<file path="config.mk">
export PLATFORM = sky130hd
export DESIGN_NAME = video_ctrl
export DESIGN_NICKNAME = d
export VERILOG_FILES = /design/src/design/vid_pkg.sv /design/src/design/bus_decode.sv /design/src/design/scan_timing.sv /design/src/design/fetch_engine.sv /design/src/design/pixel_fifo.sv /design/src/design/pixel_out.sv /design/src/design/video_ctrl.sv
export SDC_FILE = /design/constraint.sdc
export NUM_CORES = 1
export LEC_CHECK = 0
export BUFFER_PORTS_ARGS = -buffer_cell sky130_fd_sc_hd__buf_4
export CELL_PAD_IN_SITES_DETAIL_PLACEMENT = 0
export CELL_PAD_IN_SITES_GLOBAL_PLACEMENT = 2
export CORE_UTILIZATION = 48
export DETAILED_ROUTE_END_ITERATION = 16
export PLACE_DENSITY = 0.91
export SLEW_MARGIN = 0
export SYNTH_ARGS = -nofsm -noshare
export SYNTH_HDL_FRONTEND = slang
export SYNTH_SLANG_ARGS = --single-unit
</file>
<file path="constraint.sdc">
create_clock -name clk -period 7.8 [get_ports clk]
set_clock_uncertainty 0.1 [all_clocks]
set_input_delay 2.34 -clock clk [delete_from_list [all_inputs] [get_ports clk]]
set_output_delay 2.34 -clock clk [all_outputs]
set_load 0.01 [all_outputs]
</file>
<file path="src/design/vid_pkg.sv">
package vid_pkg;

    // Bus command codes
    typedef enum logic [2:0] {
        cmd_idle      = 3'b000,
        cmd_write     = 3'b001,
        cmd_read_req  = 3'b010,
        cmd_read_data = 3'b011,
        cmd_addr      = 3'b100
    } cmd_t;

    // Register map
    localparam logic [31:0] addr_ctrl    = 32'h0000_0000;
    localparam logic [31:0] addr_h1      = 32'h0000_0028; // h_size / h_end
    localparam logic [31:0] addr_h2      = 32'h0000_0030; // hs_start / hs_end
    localparam logic [31:0] addr_v1      = 32'h0000_0038; // v_size / v_end
    localparam logic [31:0] addr_v2      = 32'h0000_0040; // vs_start / vs_end
    localparam logic [31:0] addr_base    = 32'h0000_0048;
    localparam logic [31:0] addr_lineinc = 32'h0000_0050;

    localparam int count_w      = 13;
    localparam int div_w        = 6;  // Pixel divider field width
    localparam int ctrl_en_bit  = 3;
    localparam int ctrl_div_lsb = 4;  // Divider sits in ctrl[9:4]

    localparam int fifo_depth  = 16;
    localparam int fifo_aw     = $clog2(fifo_depth);
    localparam int fifo_thresh = 12;

    typedef struct packed {
        logic [7:0] red;
        logic [7:0] green;
        logic [7:0] blue;
    } pixel_t;

    // Timing register layout with hi field in 25:13 and lo field in 12:0
    typedef struct packed {
        logic [5:0]         spare;
        logic [count_w-1:0] hi;
        logic [count_w-1:0] lo;
    } span_t;

    typedef struct packed {
        logic [7:0] spare;
        pixel_t     pix;
    } pix_word_t;

    // Same bus word seen as a register pair or as a pixel
    typedef union packed {
        span_t     span;
        pix_word_t pixel;
    } bus_word_u;

endpackage

</file>
<file path="src/design/bus_decode.sv">
`timescale 1ns/1ps

module bus_decode import vid_pkg::*; (
    input  logic               clk,
    input  logic               reset_n,
    input  cmd_t               cmd_in,
    input  logic [31:0]        addr_data_in,
    output logic               en,
    output logic [div_w-1:0]   pix_div,
    output logic [count_w-1:0] h_size,
    output logic [count_w-1:0] h_end,
    output logic [count_w-1:0] hs_start,
    output logic [count_w-1:0] hs_end,
    output logic [count_w-1:0] v_size,
    output logic [count_w-1:0] v_end,
    output logic [count_w-1:0] vs_start,
    output logic [count_w-1:0] vs_end,
    output logic [31:0]        base_addr,
    output logic [31:0]        line_inc,
    output logic               rd_valid,
    output pixel_t             rd_pixel
);

    logic [31:0] reg_addr;  // Target of the next data command
    logic        addr_seen;
    bus_word_u   word;

    assign word = addr_data_in;

    always_ff @(posedge clk or negedge reset_n) begin
        if (!reset_n) begin
            reg_addr  <= '0;
            addr_seen <= 1'b0;
        end else if (cmd_in == cmd_addr) begin
            reg_addr  <= addr_data_in;
            addr_seen <= 1'b1;
        end
    end

    always_ff @(posedge clk or negedge reset_n) begin
        if (!reset_n) begin
            en        <= 1'b0;
            pix_div   <= '0;
            h_size    <= '0;
            h_end     <= '0;
            hs_start  <= '0;
            hs_end    <= '0;
            v_size    <= '0;
            v_end     <= '0;
            vs_start  <= '0;
            vs_end    <= '0;
            base_addr <= '0;
            line_inc  <= '0;
        end else if (cmd_in == cmd_write) begin
            case (reg_addr)
                addr_ctrl: begin
                    en      <= addr_data_in[ctrl_en_bit];
                    pix_div <= addr_data_in[ctrl_div_lsb +: div_w];
                end
                addr_h1: begin
                    h_size <= word.span.hi;
                    h_end  <= word.span.lo;
                end
                addr_h2: begin
                    hs_start <= word.span.hi;
                    hs_end   <= word.span.lo;
                end
                addr_v1: begin
                    v_size <= word.span.hi;
                    v_end  <= word.span.lo;
                end
                addr_v2: begin
                    vs_start <= word.span.hi;
                    vs_end   <= word.span.lo;
                end
                addr_base:    base_addr <= addr_data_in;
                addr_lineinc: line_inc  <= addr_data_in;
                default: begin
                end
            endcase
        end
    end

    // Read data goes straight on to the FIFO write port
    assign rd_valid = (cmd_in == cmd_read_data);
    assign rd_pixel = word.pixel.pix;

    a_data_after_addr: assert property (
        @(posedge clk) disable iff (!reset_n)
        (cmd_in == cmd_write) |-> addr_seen
    ) else $error("bus_decode: data command with no address latched");

endmodule

</file>
<file path="src/design/scan_timing.sv">
`timescale 1ns/1ps

module scan_timing import vid_pkg::*; (
    input  logic               clk,
    input  logic               reset_n,
    input  logic               en,
    input  logic [div_w-1:0]   pix_div,
    input  logic [count_w-1:0] h_size,
    input  logic [count_w-1:0] h_end,
    input  logic [count_w-1:0] hs_start,
    input  logic [count_w-1:0] hs_end,
    input  logic [count_w-1:0] v_size,
    input  logic [count_w-1:0] v_end,
    input  logic [count_w-1:0] vs_start,
    input  logic [count_w-1:0] vs_end,
    input  logic               above_thresh,
    output logic               pix_tick,
    output logic               visible,
    output logic               hsync_i,
    output logic               vsync_i,
    output logic               hblank_i,
    output logic               vblank_i
);

    logic [div_w-1:0]   div_cnt;
    logic               running;  // Set once the FIFO has primed
    logic [count_w-1:0] h_cnt;
    logic [count_w-1:0] v_cnt;

    assign pix_tick = running && (div_cnt == pix_div);

    always_ff @(posedge clk or negedge reset_n) begin
        if (!reset_n) begin
            div_cnt <= '0;
            running <= 1'b0;
            h_cnt   <= '0;
            v_cnt   <= '0;
        end else if (!en) begin
            div_cnt <= '0;
            running <= 1'b0;
            h_cnt   <= '0;
            v_cnt   <= '0;
        end else if (!running) begin
            running <= above_thresh;
        end else if (pix_tick) begin
            div_cnt <= '0;
            if (h_cnt == h_end) begin
                h_cnt <= '0;
                if (v_cnt == v_end) begin
                    v_cnt <= '0; // Frame wrap
                end else begin
                    v_cnt <= v_cnt + 1'b1;
                end
            end else begin
                h_cnt <= h_cnt + 1'b1;
            end
        end else begin
            div_cnt <= div_cnt + 1'b1;
        end
    end

    assign hsync_i  = (h_cnt >= hs_start) && (h_cnt < hs_end);
    assign vsync_i  = (v_cnt >= vs_start) && (v_cnt < vs_end);
    assign hblank_i = (h_cnt >= h_size);
    assign vblank_i = (v_cnt >= v_size);
    assign visible  = !hblank_i && !vblank_i;

    // Host must program a nonempty sync window before enabling
    a_hsync_order: assert property (
        @(posedge clk) disable iff (!reset_n)
        en |-> (hs_end > hs_start)
    ) else $error("scan_timing: hs_end not above hs_start while enabled");

endmodule

</file>
<file path="src/design/fetch_engine.sv">
`timescale 1ns/1ps

module fetch_engine import vid_pkg::*; (
    input  logic               clk,
    input  logic               reset_n,
    input  logic               en,
    input  logic [31:0]        base_addr,
    input  logic [31:0]        line_inc,
    input  logic [count_w-1:0] h_size,
    input  logic [count_w-1:0] v_size,
    input  logic               above_thresh,
    input  logic               rd_valid,
    output logic               req,
    output logic [31:0]        req_addr
);

    logic [count_w-1:0] word_cnt;
    logic [count_w-1:0] line_cnt;
    logic [31:0]        line_start;
    logic [31:0]        next_addr;
    logic               outstanding; // One read in flight
    logic               issue;

    assign issue = en && !outstanding && !above_thresh;

    always_ff @(posedge clk or negedge reset_n) begin
        if (!reset_n) begin
            outstanding <= 1'b0;
        end else if (issue) begin
            outstanding <= 1'b1;
        end else if (rd_valid) begin
            outstanding <= 1'b0;
        end
    end

    always_ff @(posedge clk or negedge reset_n) begin
        if (!reset_n) begin
            req        <= 1'b0;
            req_addr   <= '0;
            word_cnt   <= '0;
            line_cnt   <= '0;
            line_start <= '0;
            next_addr  <= '0;
        end else if (!en) begin
            req        <= 1'b0;
            word_cnt   <= '0;
            line_cnt   <= '0;
            line_start <= base_addr;
            next_addr  <= base_addr;
        end else begin
            req <= issue;
            if (issue) begin
                req_addr <= next_addr;
                if (word_cnt == h_size - 1'b1) begin
                    word_cnt <= '0;
                    if (line_cnt == v_size - 1'b1) begin
                        line_cnt   <= '0; // Back to top of frame
                        line_start <= base_addr;
                        next_addr  <= base_addr;
                    end else begin
                        line_cnt   <= line_cnt + 1'b1;
                        line_start <= line_start + line_inc;
                        next_addr  <= line_start + line_inc;
                    end
                end else begin
                    word_cnt  <= word_cnt + 1'b1;
                    next_addr <= next_addr + 32'd4;
                end
            end
        end
    end

    a_no_stray_data: assert property (
        @(posedge clk) disable iff (!reset_n)
        rd_valid |-> outstanding
    ) else $error("fetch_engine: read data with no request outstanding");

endmodule

</file>
<file path="src/design/pixel_fifo.sv">
`timescale 1ns/1ps

module pixel_fifo import vid_pkg::*; (
    input  logic   clk,
    input  logic   reset_n,
    input  logic   en,
    input  logic   rd_valid,
    input  pixel_t rd_pixel,
    input  logic   pop,
    output pixel_t head,
    output logic   full,
    output logic   empty,
    output logic   above_thresh,
    output logic   underflow
);

    pixel_t             mem [fifo_depth];
    logic [fifo_aw:0]   wr_ptr;  // Top bit is the wrap flag
    logic [fifo_aw:0]   rd_ptr;
    logic [fifo_aw:0]   fill;
    logic               wr_en;
    logic               rd_en;

    assign wr_en = en && rd_valid && !full;
    assign rd_en = en && pop && !empty;

    always_ff @(posedge clk or negedge reset_n) begin
        if (!reset_n) begin
            wr_ptr <= '0;
            rd_ptr <= '0;
        end else if (!en) begin
            wr_ptr <= '0; // Flush
            rd_ptr <= '0;
        end else begin
            if (wr_en) begin
                wr_ptr <= wr_ptr + 1'b1;
            end
            if (rd_en) begin
                rd_ptr <= rd_ptr + 1'b1;
            end
        end
    end

    always_ff @(posedge clk) begin
        if (wr_en) begin
            mem[wr_ptr[fifo_aw-1:0]] <= rd_pixel;
        end
    end

    assign head = mem[rd_ptr[fifo_aw-1:0]];

    // Same index, different wrap bit means full
    assign fill         = wr_ptr - rd_ptr;
    assign empty        = (wr_ptr == rd_ptr);
    assign full         = (wr_ptr[fifo_aw] != rd_ptr[fifo_aw])
                          && (wr_ptr[fifo_aw-1:0] == rd_ptr[fifo_aw-1:0]);
    assign above_thresh = (fill >= fifo_thresh);

    always_ff @(posedge clk or negedge reset_n) begin
        if (!reset_n) begin
            underflow <= 1'b0;
        end else if (!en) begin
            underflow <= 1'b0;
        end else if (pop && empty) begin
            underflow <= 1'b1; // Sticky until disabled
        end
    end

    // Fetch pauses at the threshold, so the FIFO never fills
    a_no_overflow: assert property (
        @(posedge clk) disable iff (!reset_n)
        (en && rd_valid) |-> !full
    ) else $error("pixel_fifo: write while full");

endmodule

</file>
<file path="src/design/pixel_out.sv">
`timescale 1ns/1ps

module pixel_out import vid_pkg::*; (
    input  logic       clk,
    input  logic       reset_n,
    input  logic       pix_tick,
    input  logic       visible,
    input  logic       hsync_i,
    input  logic       vsync_i,
    input  logic       hblank_i,
    input  logic       vblank_i,
    input  pixel_t     head,
    input  logic       empty,
    input  logic       underflow,
    output logic       pop,
    output logic       hsync,
    output logic       vsync,
    output logic       hblank,
    output logic       vblank,
    output logic [7:0] red,
    output logic [7:0] green,
    output logic [7:0] blue,
    output logic       underrun
);

    assign pop = pix_tick && visible;

    always_ff @(posedge clk or negedge reset_n) begin
        if (!reset_n) begin
            hsync  <= 1'b0;
            vsync  <= 1'b0;
            hblank <= 1'b0;
            vblank <= 1'b0;
            red    <= '0;
            green  <= '0;
            blue   <= '0;
        end else if (pix_tick) begin
            hsync  <= hsync_i;
            vsync  <= vsync_i;
            hblank <= hblank_i;
            vblank <= vblank_i;
            if (visible && !empty) begin
                red   <= head.red;
                green <= head.green;
                blue  <= head.blue;
            end else begin
                red   <= '0; // Black in blanking or on underrun
                green <= '0;
                blue  <= '0;
            end
        end
    end

    // Follows the FIFO flag so it also clears when disabled
    always_ff @(posedge clk or negedge reset_n) begin
        if (!reset_n) begin
            underrun <= 1'b0;
        end else begin
            underrun <= underflow;
        end
    end

endmodule

</file>
<file path="src/design/video_ctrl.sv">
`timescale 1ns/1ps

module video_ctrl import vid_pkg::*; (
    input  logic        clk,
    input  logic        reset_n,
    input  cmd_t        cmd_in,
    input  logic [31:0] addr_data_in,
    output logic        req,
    output logic [31:0] req_addr,
    output logic        hsync,
    output logic        vsync,
    output logic        hblank,
    output logic        vblank,
    output logic [7:0]  red,
    output logic [7:0]  green,
    output logic [7:0]  blue,
    output logic        underrun
);

    logic               en;
    logic [div_w-1:0]   pix_div;
    logic [count_w-1:0] h_size;
    logic [count_w-1:0] h_end;
    logic [count_w-1:0] hs_start;
    logic [count_w-1:0] hs_end;
    logic [count_w-1:0] v_size;
    logic [count_w-1:0] v_end;
    logic [count_w-1:0] vs_start;
    logic [count_w-1:0] vs_end;
    logic [31:0]        base_addr;
    logic [31:0]        line_inc;
    logic               rd_valid;
    pixel_t             rd_pixel;
    pixel_t             head;
    logic               empty;
    logic               above_thresh;
    logic               underflow;
    logic               pix_tick;
    logic               visible;
    logic               hsync_i;
    logic               vsync_i;
    logic               hblank_i;
    logic               vblank_i;
    logic               pop;

    bus_decode bus_decode_inst (
        .clk          (clk),
        .reset_n      (reset_n),
        .cmd_in       (cmd_in),
        .addr_data_in (addr_data_in),
        .en           (en),
        .pix_div      (pix_div),
        .h_size       (h_size),
        .h_end        (h_end),
        .hs_start     (hs_start),
        .hs_end       (hs_end),
        .v_size       (v_size),
        .v_end        (v_end),
        .vs_start     (vs_start),
        .vs_end       (vs_end),
        .base_addr    (base_addr),
        .line_inc     (line_inc),
        .rd_valid     (rd_valid),
        .rd_pixel     (rd_pixel)
    );

    scan_timing scan_timing_inst (
        .clk          (clk),
        .reset_n      (reset_n),
        .en           (en),
        .pix_div      (pix_div),
        .h_size       (h_size),
        .h_end        (h_end),
        .hs_start     (hs_start),
        .hs_end       (hs_end),
        .v_size       (v_size),
        .v_end        (v_end),
        .vs_start     (vs_start),
        .vs_end       (vs_end),
        .above_thresh (above_thresh),
        .pix_tick     (pix_tick),
        .visible      (visible),
        .hsync_i      (hsync_i),
        .vsync_i      (vsync_i),
        .hblank_i     (hblank_i),
        .vblank_i     (vblank_i)
    );

    fetch_engine fetch_engine_inst (
        .clk          (clk),
        .reset_n      (reset_n),
        .en           (en),
        .base_addr    (base_addr),
        .line_inc     (line_inc),
        .h_size       (h_size),
        .v_size       (v_size),
        .above_thresh (above_thresh),
        .rd_valid     (rd_valid),
        .req          (req),
        .req_addr     (req_addr)
    );

    pixel_fifo pixel_fifo_inst (
        .clk          (clk),
        .reset_n      (reset_n),
        .en           (en),
        .rd_valid     (rd_valid),
        .rd_pixel     (rd_pixel),
        .pop          (pop),
        .head         (head),
        .full         (),
        .empty        (empty),
        .above_thresh (above_thresh),
        .underflow    (underflow)
    );

    pixel_out pixel_out_inst (
        .clk       (clk),
        .reset_n   (reset_n),
        .pix_tick  (pix_tick),
        .visible   (visible),
        .hsync_i   (hsync_i),
        .vsync_i   (vsync_i),
        .hblank_i  (hblank_i),
        .vblank_i  (vblank_i),
        .head      (head),
        .empty     (empty),
        .underflow (underflow),
        .pop       (pop),
        .hsync     (hsync),
        .vsync     (vsync),
        .hblank    (hblank),
        .vblank    (vblank),
        .red       (red),
        .green     (green),
        .blue      (blue),
        .underrun  (underrun)
    );

endmodule

</file>
======== Yosys cells after proc, flatten, opt, wreduce, memory -nomap -nowiden ========
Memories as Yosys holds them, arrays and structs flattened.
Cells that the tools add are included.
word-level totals
  bits in registers ....................... 404
  bits in latches ......................... 0
  RAM bits ................................ 384
  memory bits (read-only) ................. 0
  input bits .............................. 37
  output and inout bits ................... 62
  logic and storage cells ................. 155
  memories ................................ 1
memories
  name                 words  bits a word  read ports  clocked after Yosys merged registers in  write ports  line              source
  pixel_fifo_inst.mem  16     24           1           0                                        1            pixel_fifo.sv:17  pixel_t mem [fifo_depth];
cells by class
  add/subtract/negate cells ............... 12
  $mul .................................... 0
  divide/modulo/power cells ............... 0
  $lt $le $gt $ge ......................... 7
  equal/unequal tests ..................... 25
  shift operators ......................... 0
  muxes and demuxes ....................... 42
  bitwise gates (word level) .............. 0
  reductions and logical operators ........ 33
operators by type and width
  kind                                                                     count
  32-bit 2-to-1 mux                                                        7
  13-bit 2-to-1 mux                                                        16
  32-bit by 6-bit == test with 1-bit output, second input constant         3
  32-bit by 7-bit == test with 1-bit output, second input constant         3
  13-bit by 1-bit adder with 13-bit output, second input constant          4
  13-bit == test                                                           4
  13-bit >= comparator                                                     4
  32-bit by 3-bit adder with 32-bit output, second input constant          1
  32-bit adder                                                             1
  32-bit zero test                                                         1
  13-bit less-than comparator                                              2
  13-bit by 1-bit subtractor with 13-bit output, second input constant     2
  8-bit 2-to-1 mux                                                         3
  5-bit 2-to-1 mux                                                         4
  2-bit AND reduction                                                      10
  6-bit 2-to-1 mux                                                         3
  2-bit by 1-bit inequality test with 1-bit output, second input constant  8
  1-bit logical AND                                                        14
  5-bit by 1-bit adder with 5-bit output, second input constant            2
  1-bit 2-to-1 mux                                                         9
  6-bit by 1-bit adder with 6-bit output, second input constant            1
  6-bit == test                                                            1
  1-bit zero test                                                          6
  5-bit == test                                                            1
  9 further kinds                                                          9

======== Logic depth before layout (Yosys ltp) ========
Gate-level depths: netlist (run 1).
  word-level depth ........................ 8
  depth in mapped cells ................... 16
  depth with buffers taken out ............ 12

======== By module ========
Synthesis (run 1) repeated with hierarchy kept, for this count alone.
second synthesis, totals
  cell total of the unflattened synthesis .. 2904
  area, all modules ....................... 37556.0 sq um
modules (own cells, without submodules)
  module        times used  cells each  area each (sq um)
  pixel_fifo    1           694         15214.6
  fetch_engine  1           1126        8969.9
  bus_decode    1           485         8122.8
  scan_timing   1           483         4033.9
  pixel_out     1           116         1214.9

======== Least setup slack after synthesis (run 1) ========
OpenSTA, ideal clock, no wires.
  path type ............................... input -> register
  start ................................... input cmd_in[2]
  end ..................................... register bus_decode_inst.hs_end[0]
  setup time .............................. 0.125 ns
  data arrival time ....................... 4.277 ns
  data required time ...................... 7.575 ns
  setup slack ............................. 3.298 ns
  cell stages on the path ................. 6
  buffers on the path ..................... 2
  cell sequence ........................... or4b_2 nor3b_1 and3_1 clkbuf_1 clkbuf_1 mux2_2
on the way
  word-level cells in the longest chain between the ends .. 2
ends and longest elaborated chain
  what                                      line              source
  start: declaration                        video_ctrl.sv:6   input cmd_t cmd_in,
  3-bit by 1-bit == test with 1-bit output  bus_decode.sv:54  end else if (cmd_in == cmd_write) begin
  2-bit AND reduction (no source line)      --
  end signal: assignment                    bus_decode.sv:66  hs_end <= word.span.lo;
  end: declaration                          bus_decode.sv:13  output logic [count_w-1:0] hs_end,
Every way passes these cells.
A chain may end at the register's enable or synchronous reset.

======== Worst setup path after layout (run 1) ========
  start ................................... register pixel_fifo_inst.rd_ptr[1]
  end ..................................... register fetch_engine_inst.next_addr[8]
on the way
  word-level cells in the longest chain between the ends .. 5
ends and longest elaborated chain
  what                                                               line                source
  start: declaration                                                 pixel_fifo.sv:19    logic [fifo_aw:0] rd_ptr;
  start signal: assignment                                           pixel_fifo.sv:39    rd_ptr <= rd_ptr + 1'b1;
  5-bit subtractor                                                   pixel_fifo.sv:53    assign fill = wr_ptr - rd_ptr;
  5-bit by 4-bit >= comparator with 1-bit output                     pixel_fifo.sv:57    assign above_thresh = (fill >= fifo_thresh);
  1-bit zero test                                                    fetch_engine.sv:24  assign issue = en && !outstanding && !above_thresh;
  1-bit logical AND                                                  fetch_engine.sv:24
  2-bit by 1-bit inequality test with 1-bit output (no source line)  --
  end signal: assignment                                             fetch_engine.sv:49  next_addr <= base_addr;
  end signal: assignment                                             fetch_engine.sv:59  next_addr <= base_addr;
  end signal: assignment                                             fetch_engine.sv:63  next_addr <= line_start + line_inc;
  end: declaration                                                   fetch_engine.sv:20  logic [31:0] next_addr;
Every way passes these cells.

==> results of run 1 <==
layer usage:
layer,share of wire,track usage,vias to the layer above
met1,0.42,0.368,12700
met2,0.48,0.425,1030
met3,0.076,0.0371,151
met4,0.024,0.0762,0
met5,0,0,-
li1,-,-,10900
Yosys cell counts, types with 19 or more instances:
master,n,share of area
xnor2_1,66,0.016
ha_1,124,0.042
nand4_1,31,0.0053
edfxtp_1,384,0.31
and3_1,32,0.0054
inv_1,137,0.014
a21oi_1,122,0.017
mux2i_1,19,0.0052
nand2_1,325,0.033
xor2_1,49,0.012
nor3_1,40,0.0054
nor4_1,20,0.0034
o21ai_0,237,0.032
o31ai_1,20,0.0041
and2_1,27,0.0046
nor2b_1,26,0.0044
nand3_1,56,0.0076
dfrtp_1,404,0.27
mux2_2,145,0.044
a21o_1,27,0.0055
clkbuf_1,97,0.0099
mux4_2,120,0.073
nor2_1,122,0.012
worst max-delay path, stage by stage (launching register included):
cell,delay (ns)
dfrtp_4,0.86
inv_1,0.10
ha_1,0.33
nor2b_1,0.15
or3_1,0.30
a311oi_1,0.51
nand3_2,0.12
buf_4,0.31
inv_1,0.14
buf_4,0.44
nand2_1,0.56
a21oi_4,0.67
a22oi_1,0.22
o211ai_1,0.12
layout by cell type, fill, tap and decap left out, types with 11 or more instances in the layout:
cell type / count
a21o_1: 27
a21oi_1: 122
a31oi_1: 14
and2_1: 27
and3_1: 32
buf_4: 126
clkbuf_1: 31
clkbuf_16: 83
clkbuf_8: 11
clkinv_2: 14
dfrtp_1: 401
edfxtp_1: 384
ha_1: 124
inv_1: 137
mux2_2: 145
mux2i_1: 19
mux4_2: 120
nand2_1: 325
nand2b_1: 18
nand3_1: 54
nand4_1: 31
nor2_1: 120
nor2b_1: 26
nor3_1: 40
nor4_1: 20
o21ai_0: 237
o31ai_1: 20
or3_1: 11
xnor2_1: 66
xor2_1: 49
final timing paths:
kind | to | slack, ns
setup / recovery | fetch_engine_inst.next_addr[8] | 2.68
hold / removal | pixel_out_inst.underrun | 0.36
setup reg to reg | fetch_engine_inst.next_addr[8] | 2.68
hold reg to reg | pixel_out_inst.underrun | 0.36
max in group asynchronous | bus_decode_inst.en | 4.41
min in group asynchronous | bus_decode_inst.hs_start[3] | 1.72
cell type report:
type	instances	area, sq um
Clock buffer	125	2340
Clock inverter	29	445
Fill cell	6195	34500
Inverter	139	522
Multi-Input combinational cell	1846	14200
Sequential cell	788	21600
Tap cell	1030	1290
Timing Repair Buffer	129	1000
flip-flops by register name, summed over array words and instances (netlist names), 32 cells and up:
register                      flops
pixel_fifo_inst.mem             384
fetch_engine_inst.next_addr      32
fetch_engine_inst.line_start     32
fetch_engine_inst.req_addr       32
bus_decode_inst.base_addr        32
bus_decode_inst.reg_addr         32
bus_decode_inst.line_inc         32
through the flow:
step,std cells,util
after CTS,4086,0.546
after global routing,4086,0.546
final,4086,0.546
after detailed placement,3932,0.509
after floorplan,2900,-
after global placement,3932,0.509
power groups by stage:
stage                     Sequential, mW  Combinational (mW)  Clock (mW)
after CTS                           4.83                1.54        4.10
after global routing                4.87                1.68        4.26
after floorplan                     4.84               0.941           0
after detailed placement            4.91                1.52           0
after global placement              4.90                1.48           0
final                               4.84                1.52        4.04
logic make-up after synthesis:
group	Yosys count
buf+inv	266
fa+ha+maj	125
compound gates	566
xor+xnor	115
simple gates	756
mux	284
flops	788
==> out/qor.yml, run 1 <==
status: "complete, no violations"
power.switching_mw: 2.96
vias: 24700
synthDistinctLibCells: 91
synth_nets: 3062
clk_path_buf_depth: 3
grt_usage: 0.262
start_util: 0.485
power.internal_mw: 7.44
syn_inst: 2900
cp-end-kind: "flop"
crit_start: "pixel_fifo_inst.rd_ptr[1]"
holdWs_ns: 0.361
ctsHoldBuffers: 0
synth_compound_area_frac: 0.0943
core_area_sq_um: 75900
routedWlPerCell_microns: 24.6
drv_slew: 0
cts.htree.levels: 3
setup_viol: 0
grt_pass1_vias: 25100
cts_inserted_buffers: 83
gp_congestion: 0.895
areaGrowthSynthToFinish_pct: 12.5
post-route-period-util: 0.657
final_cell_area_sq_um: 41500
post_cts_buffers: 0
drive_above_1_share: 0.182
rr_worst_depth: 13
ys_warn_count: 0
dpl.hpwl_microns: 62300
power_frac_clock: 0.388
slew_headroom: 0.0638
cts-root-buf: "clkbuf_16"
drt_pass1_iterations: 6
drc: 0
final_hold_viol_count: 0
nNetsFinal: 3149
period_minus_slack_ns: 5.12
hold_path_depth: 0
rsz0062_at_grt: "false"
total_power_mw: 10.4
drv_cap: 0
tns_ns: 0
via_per_inst: 6.05
grt_max_degree: 146
ios: 99
power_frac_seq: 0.465
synth_edf_count: 384
cts_sinks: 788
p_sw_frac: 0.285
yosysSeqAreaShare: 0.587
p_leak_nw: 17.1
wirelength_microns: 101000
peakVddDrop_mv: 0.175
worst-slew-pin-transition_ns: 1.40
cts_resized: 0
worstHoldStart: "pixel_fifo_inst.underflow"
synthArstFlopShare: 0.513
clock_latency_ns: 0.66
rr_startpoint: "pixel_fifo_inst.rd_ptr[1]"
cts.clk_slew.worst_paths_ns: 0.06
grt_pass1_wl_microns: 154000
fmax_mhz: 195
postSynthRegisterBits: 788
hold_path_class: "reg -> reg"
crit_path_start_kind: "flop"
required_ns: 8.25
worstSetupPathType: "reg -> reg"
pre_cts_slack_ns: 2.47
synthAdderAreaFrac: 0.0426
first_iter_violations: 2477
syn_area_sq_um: 36900
antenna_found_initial: 8
die_h_microns: 279
fp.dieW_microns: 279
powerDensity_nw_per_um2: 251
synthFlopType: "dfrtp_1"
n_antenna_cell: 0
cts_tree: "done"
layout_setup_ws_ns: 2.68
synth_top_family_by_area: "multiplexers"
synth-simple-area-share: 0.0979
avgSynthCellArea_sq_um: 12.7
place_area_sq_um: 38700
synth-xor-area-share: 0.0273
num_rows: 101
dieArea_sq_um: 77900
portBuffers: 98
synthMuxAreaShare: 0.123
crit_fanout: 57
crit_arrival_ns: 5.57
drtAntennaViolNets: 0
comb_power_share: 0.147
grt_overflow_total: 0
Note: power is estimated with default switching activity, not from simulation.
==> run 2: changes to the inputs <==
--- a/config.mk
+++ b/config.mk
@@ -8,9 +8,9 @@
 export BUFFER_PORTS_ARGS = -buffer_cell sky130_fd_sc_hd__buf_4
 export CELL_PAD_IN_SITES_DETAIL_PLACEMENT = 0
 export CELL_PAD_IN_SITES_GLOBAL_PLACEMENT = 2
-export CORE_UTILIZATION = 48
+export CORE_UTILIZATION = 40
 export DETAILED_ROUTE_END_ITERATION = 16
-export PLACE_DENSITY = 0.91
+export PLACE_DENSITY = 0.82
 export SLEW_MARGIN = 0
 export SYNTH_ARGS = -nofsm -noshare
 export SYNTH_HDL_FRONTEND = slang
==> constraint.sdc (replaced) <==
create_clock -name clk -period 4.3 [get_ports clk]
set_clock_uncertainty 0.1 [all_clocks]
set_input_delay 1.29 -clock clk [delete_from_list [all_inputs] [get_ports clk]]
set_output_delay 1.29 -clock clk [all_outputs]
set_load 0.01 [all_outputs]
==> out/qor.yml, run 2 (synthesis results as in run 1) <==
power_frac_seq: 0.460  # -0.005
cts.clk_slew.worst_paths_ns: 0.06  # about the same
slew_headroom: 0.176  # +0.112
power.internal_mw: 13.6  # +83%
crit_fanout: 13  # -77%
post_cts_buffers: 0  # unchanged
crit_path_start_kind: "flop"
multi_input_area_sq_um: 14200  # unchanged
fp.dieW_microns: 306  # +9.5%
num_rows: 110  # +8.9%
required_ns: 4.74  # -3.51 ns
grt_usage: 0.216  # -0.0460
cts_tree: "done"
dpl.hpwl_microns: 63900  # +2.6%
period_minus_slack_ns: 3.89  # -1.23 ns
antenna_found_initial: 5  # -3
core_area_sq_um: 90700  # +19%
tns_ns: 0  # unchanged
nFillCells: 7995  # +29%
p_leak_nw: 17.4  # +1.6%
start_util: 0.406  # -0.0789
drv_cap: 0  # unchanged
setup_viol: 0  # unchanged
grt_overflow_total: 0  # unchanged
rsz0062_at_grt: "false"
register_area_sq_um: 21600  # unchanged
drv_slew: 0  # unchanged
final_common_cell: "dfrtp_1"
grt_pass1_vias: 24700  # -1.6%
clk_path_buf_depth: 3  # unchanged
clock_latency_ns: 0.68  # +0.02 ns
nNetsFinal: 3195  # +1.5%
peakVddDrop_mv: 0.375  # +110%
grt_pass1_wl_microns: 152000  # -1.3%
powerDensity_nw_per_um2: 452  # +80%
comb_power_share: 0.150  # +0.003
die_h_microns: 306  # +9.5%
crit_arrival_ns: 4.33  # -1.24 ns
hold_path_class: "reg -> reg"
drc: 0  # unchanged
first_iter_violations: 1921  # -22%
portBuffers: 98  # unchanged
power_frac_clock: 0.389  # about the same
cts_sinks: 788  # unchanged
final_hold_viol_count: 0  # unchanged
cts_resized: 0  # unchanged
r2r_slack_ns: 0.41  # -2.27 ns
largest_reg_flops: 384  # unchanged
via_per_inst: 5.67  # -6.3%
vias: 24300  # -1.8%
ctsHoldBuffers: 0  # unchanged
areaGrowthSynthToFinish_pct: 14.4
routedWlPerCell_microns: 23.4  # -5.0%
ios: 99  # unchanged
fmax_mhz: 257  # +32%
cts_inserted_buffers: 86  # +3.6%
gp_congestion: 0.903  # +0.86%
p_sw_frac: 0.285  # +0.000407
drtAntennaViolNets: 0  # unchanged
grt_max_degree: 107  # -27%
dieArea_sq_um: 93400  # +20%
worstSetupPathType: "reg -> reg"
power.switching_mw: 5.43  # +83%
cts.htree.levels: 3  # unchanged
layout_common_cells: "dfrtp_1 (401), edfxtp_1 (384), nand2_1 (325), o21ai_0 (237), buf_4 (163)"
cts-root-buf: "clkbuf_16"
wirelength_microns: 100000  # -0.41%
post-route-period-util: 0.905  # +0.248
cp-end-kind: "flop"
drt_pass1_iterations: 7  # +1
place_area_sq_um: 39300  # +1.5%
final_cell_area_sq_um: 42100  # +1.6%
status: "complete, no violations"
worst-slew-pin-transition_ns: 1.22  # -0.181 ns
drive_above_1_share: 0.197  # +0.0153
## run 2: worst max-delay path: stages (launching register included)
cell       delay (ns)
dfrtp_1          0.47
inv_1            0.11
ha_1             0.27
nor3b_1          0.49
nand3_1          0.17
and4_1           0.23
nor3_1           0.46
a2111oi_4        0.11
buf_4            0.22
nand2b_1         0.42
nor3_1           0.30
a21oi_1          0.13
a221oi_2         0.27
## run 2: layout make-up
| cell class | count | share of cell area |
|---|---|---|
| Sequential cell | 788 | 0.514 |
| Multi-Input combinational cell | 1846 | 0.338 |
| Clock buffer | 109 | 0.0550 |
| Tap cell | 1176 | 0.0349 |
| Timing Repair Buffer | 172 | 0.0332 |
| Clock inverter | 49 | 0.0131 |
| Inverter | 139 | 0.0124 |
| Antenna cell | 3 | 0.000178 |
## run 2: through the flow
stage	utilization	setup WS [ns]	power, mW	hold slack [ns]	cells
6_report	0.465	0.408	19.0	0.372	4282
5_1_grt	0.465	0.184	19.8	0.362	4280
4_1_cts	0.465	0.461	19.2	0.359	4279
3_5_place_dp	0.433	0.491	11.8	0.344	4121
3_3_place_gp	0.433	0.485	11.7	0.345	4121
2_1_floorplan	-	0.403	10.5	0.254	2900
## run 2: power groups by stage
stage	registers, mW	clock network (mW)	logic (mW)
final	8.75	7.41	2.86
after global routing	8.80	7.86	3.15
after CTS	8.75	7.56	2.88
after detailed placement	8.90	0	2.87
after global placement	8.88	0	2.82
after floorplan	8.79	0	1.71
## run 2: final timing paths
kind,from,endpoint,cells after the start
max,bus_decode_inst.v_size[0],fetch_engine_inst.next_addr[2],12
max reg2reg,bus_decode_inst.v_size[0],fetch_engine_inst.next_addr[2],12
min in group asynchronous,reset_n,bus_decode_inst.h_size[7],1
min,pixel_fifo_inst.underflow,pixel_out_inst.underrun,0
max in group asynchronous,reset_n,bus_decode_inst.reg_addr[9],2
min reg2reg,pixel_fifo_inst.underflow,pixel_out_inst.underrun,0
## run 2: layer usage
| metal | GRT usage | wire length [microns] | vias up |
|---|---|---|---|
| met3 | 0.0344 | 5430 | 153 |
| li1 | - | - | 11000 |
| met5 | 0 | 0 | - |
| met2 | 0.357 | 48400 | 693 |
| met4 | 0.0672 | 2610 | 0 |
| met1 | 0.292 | 43900 | 12400 |
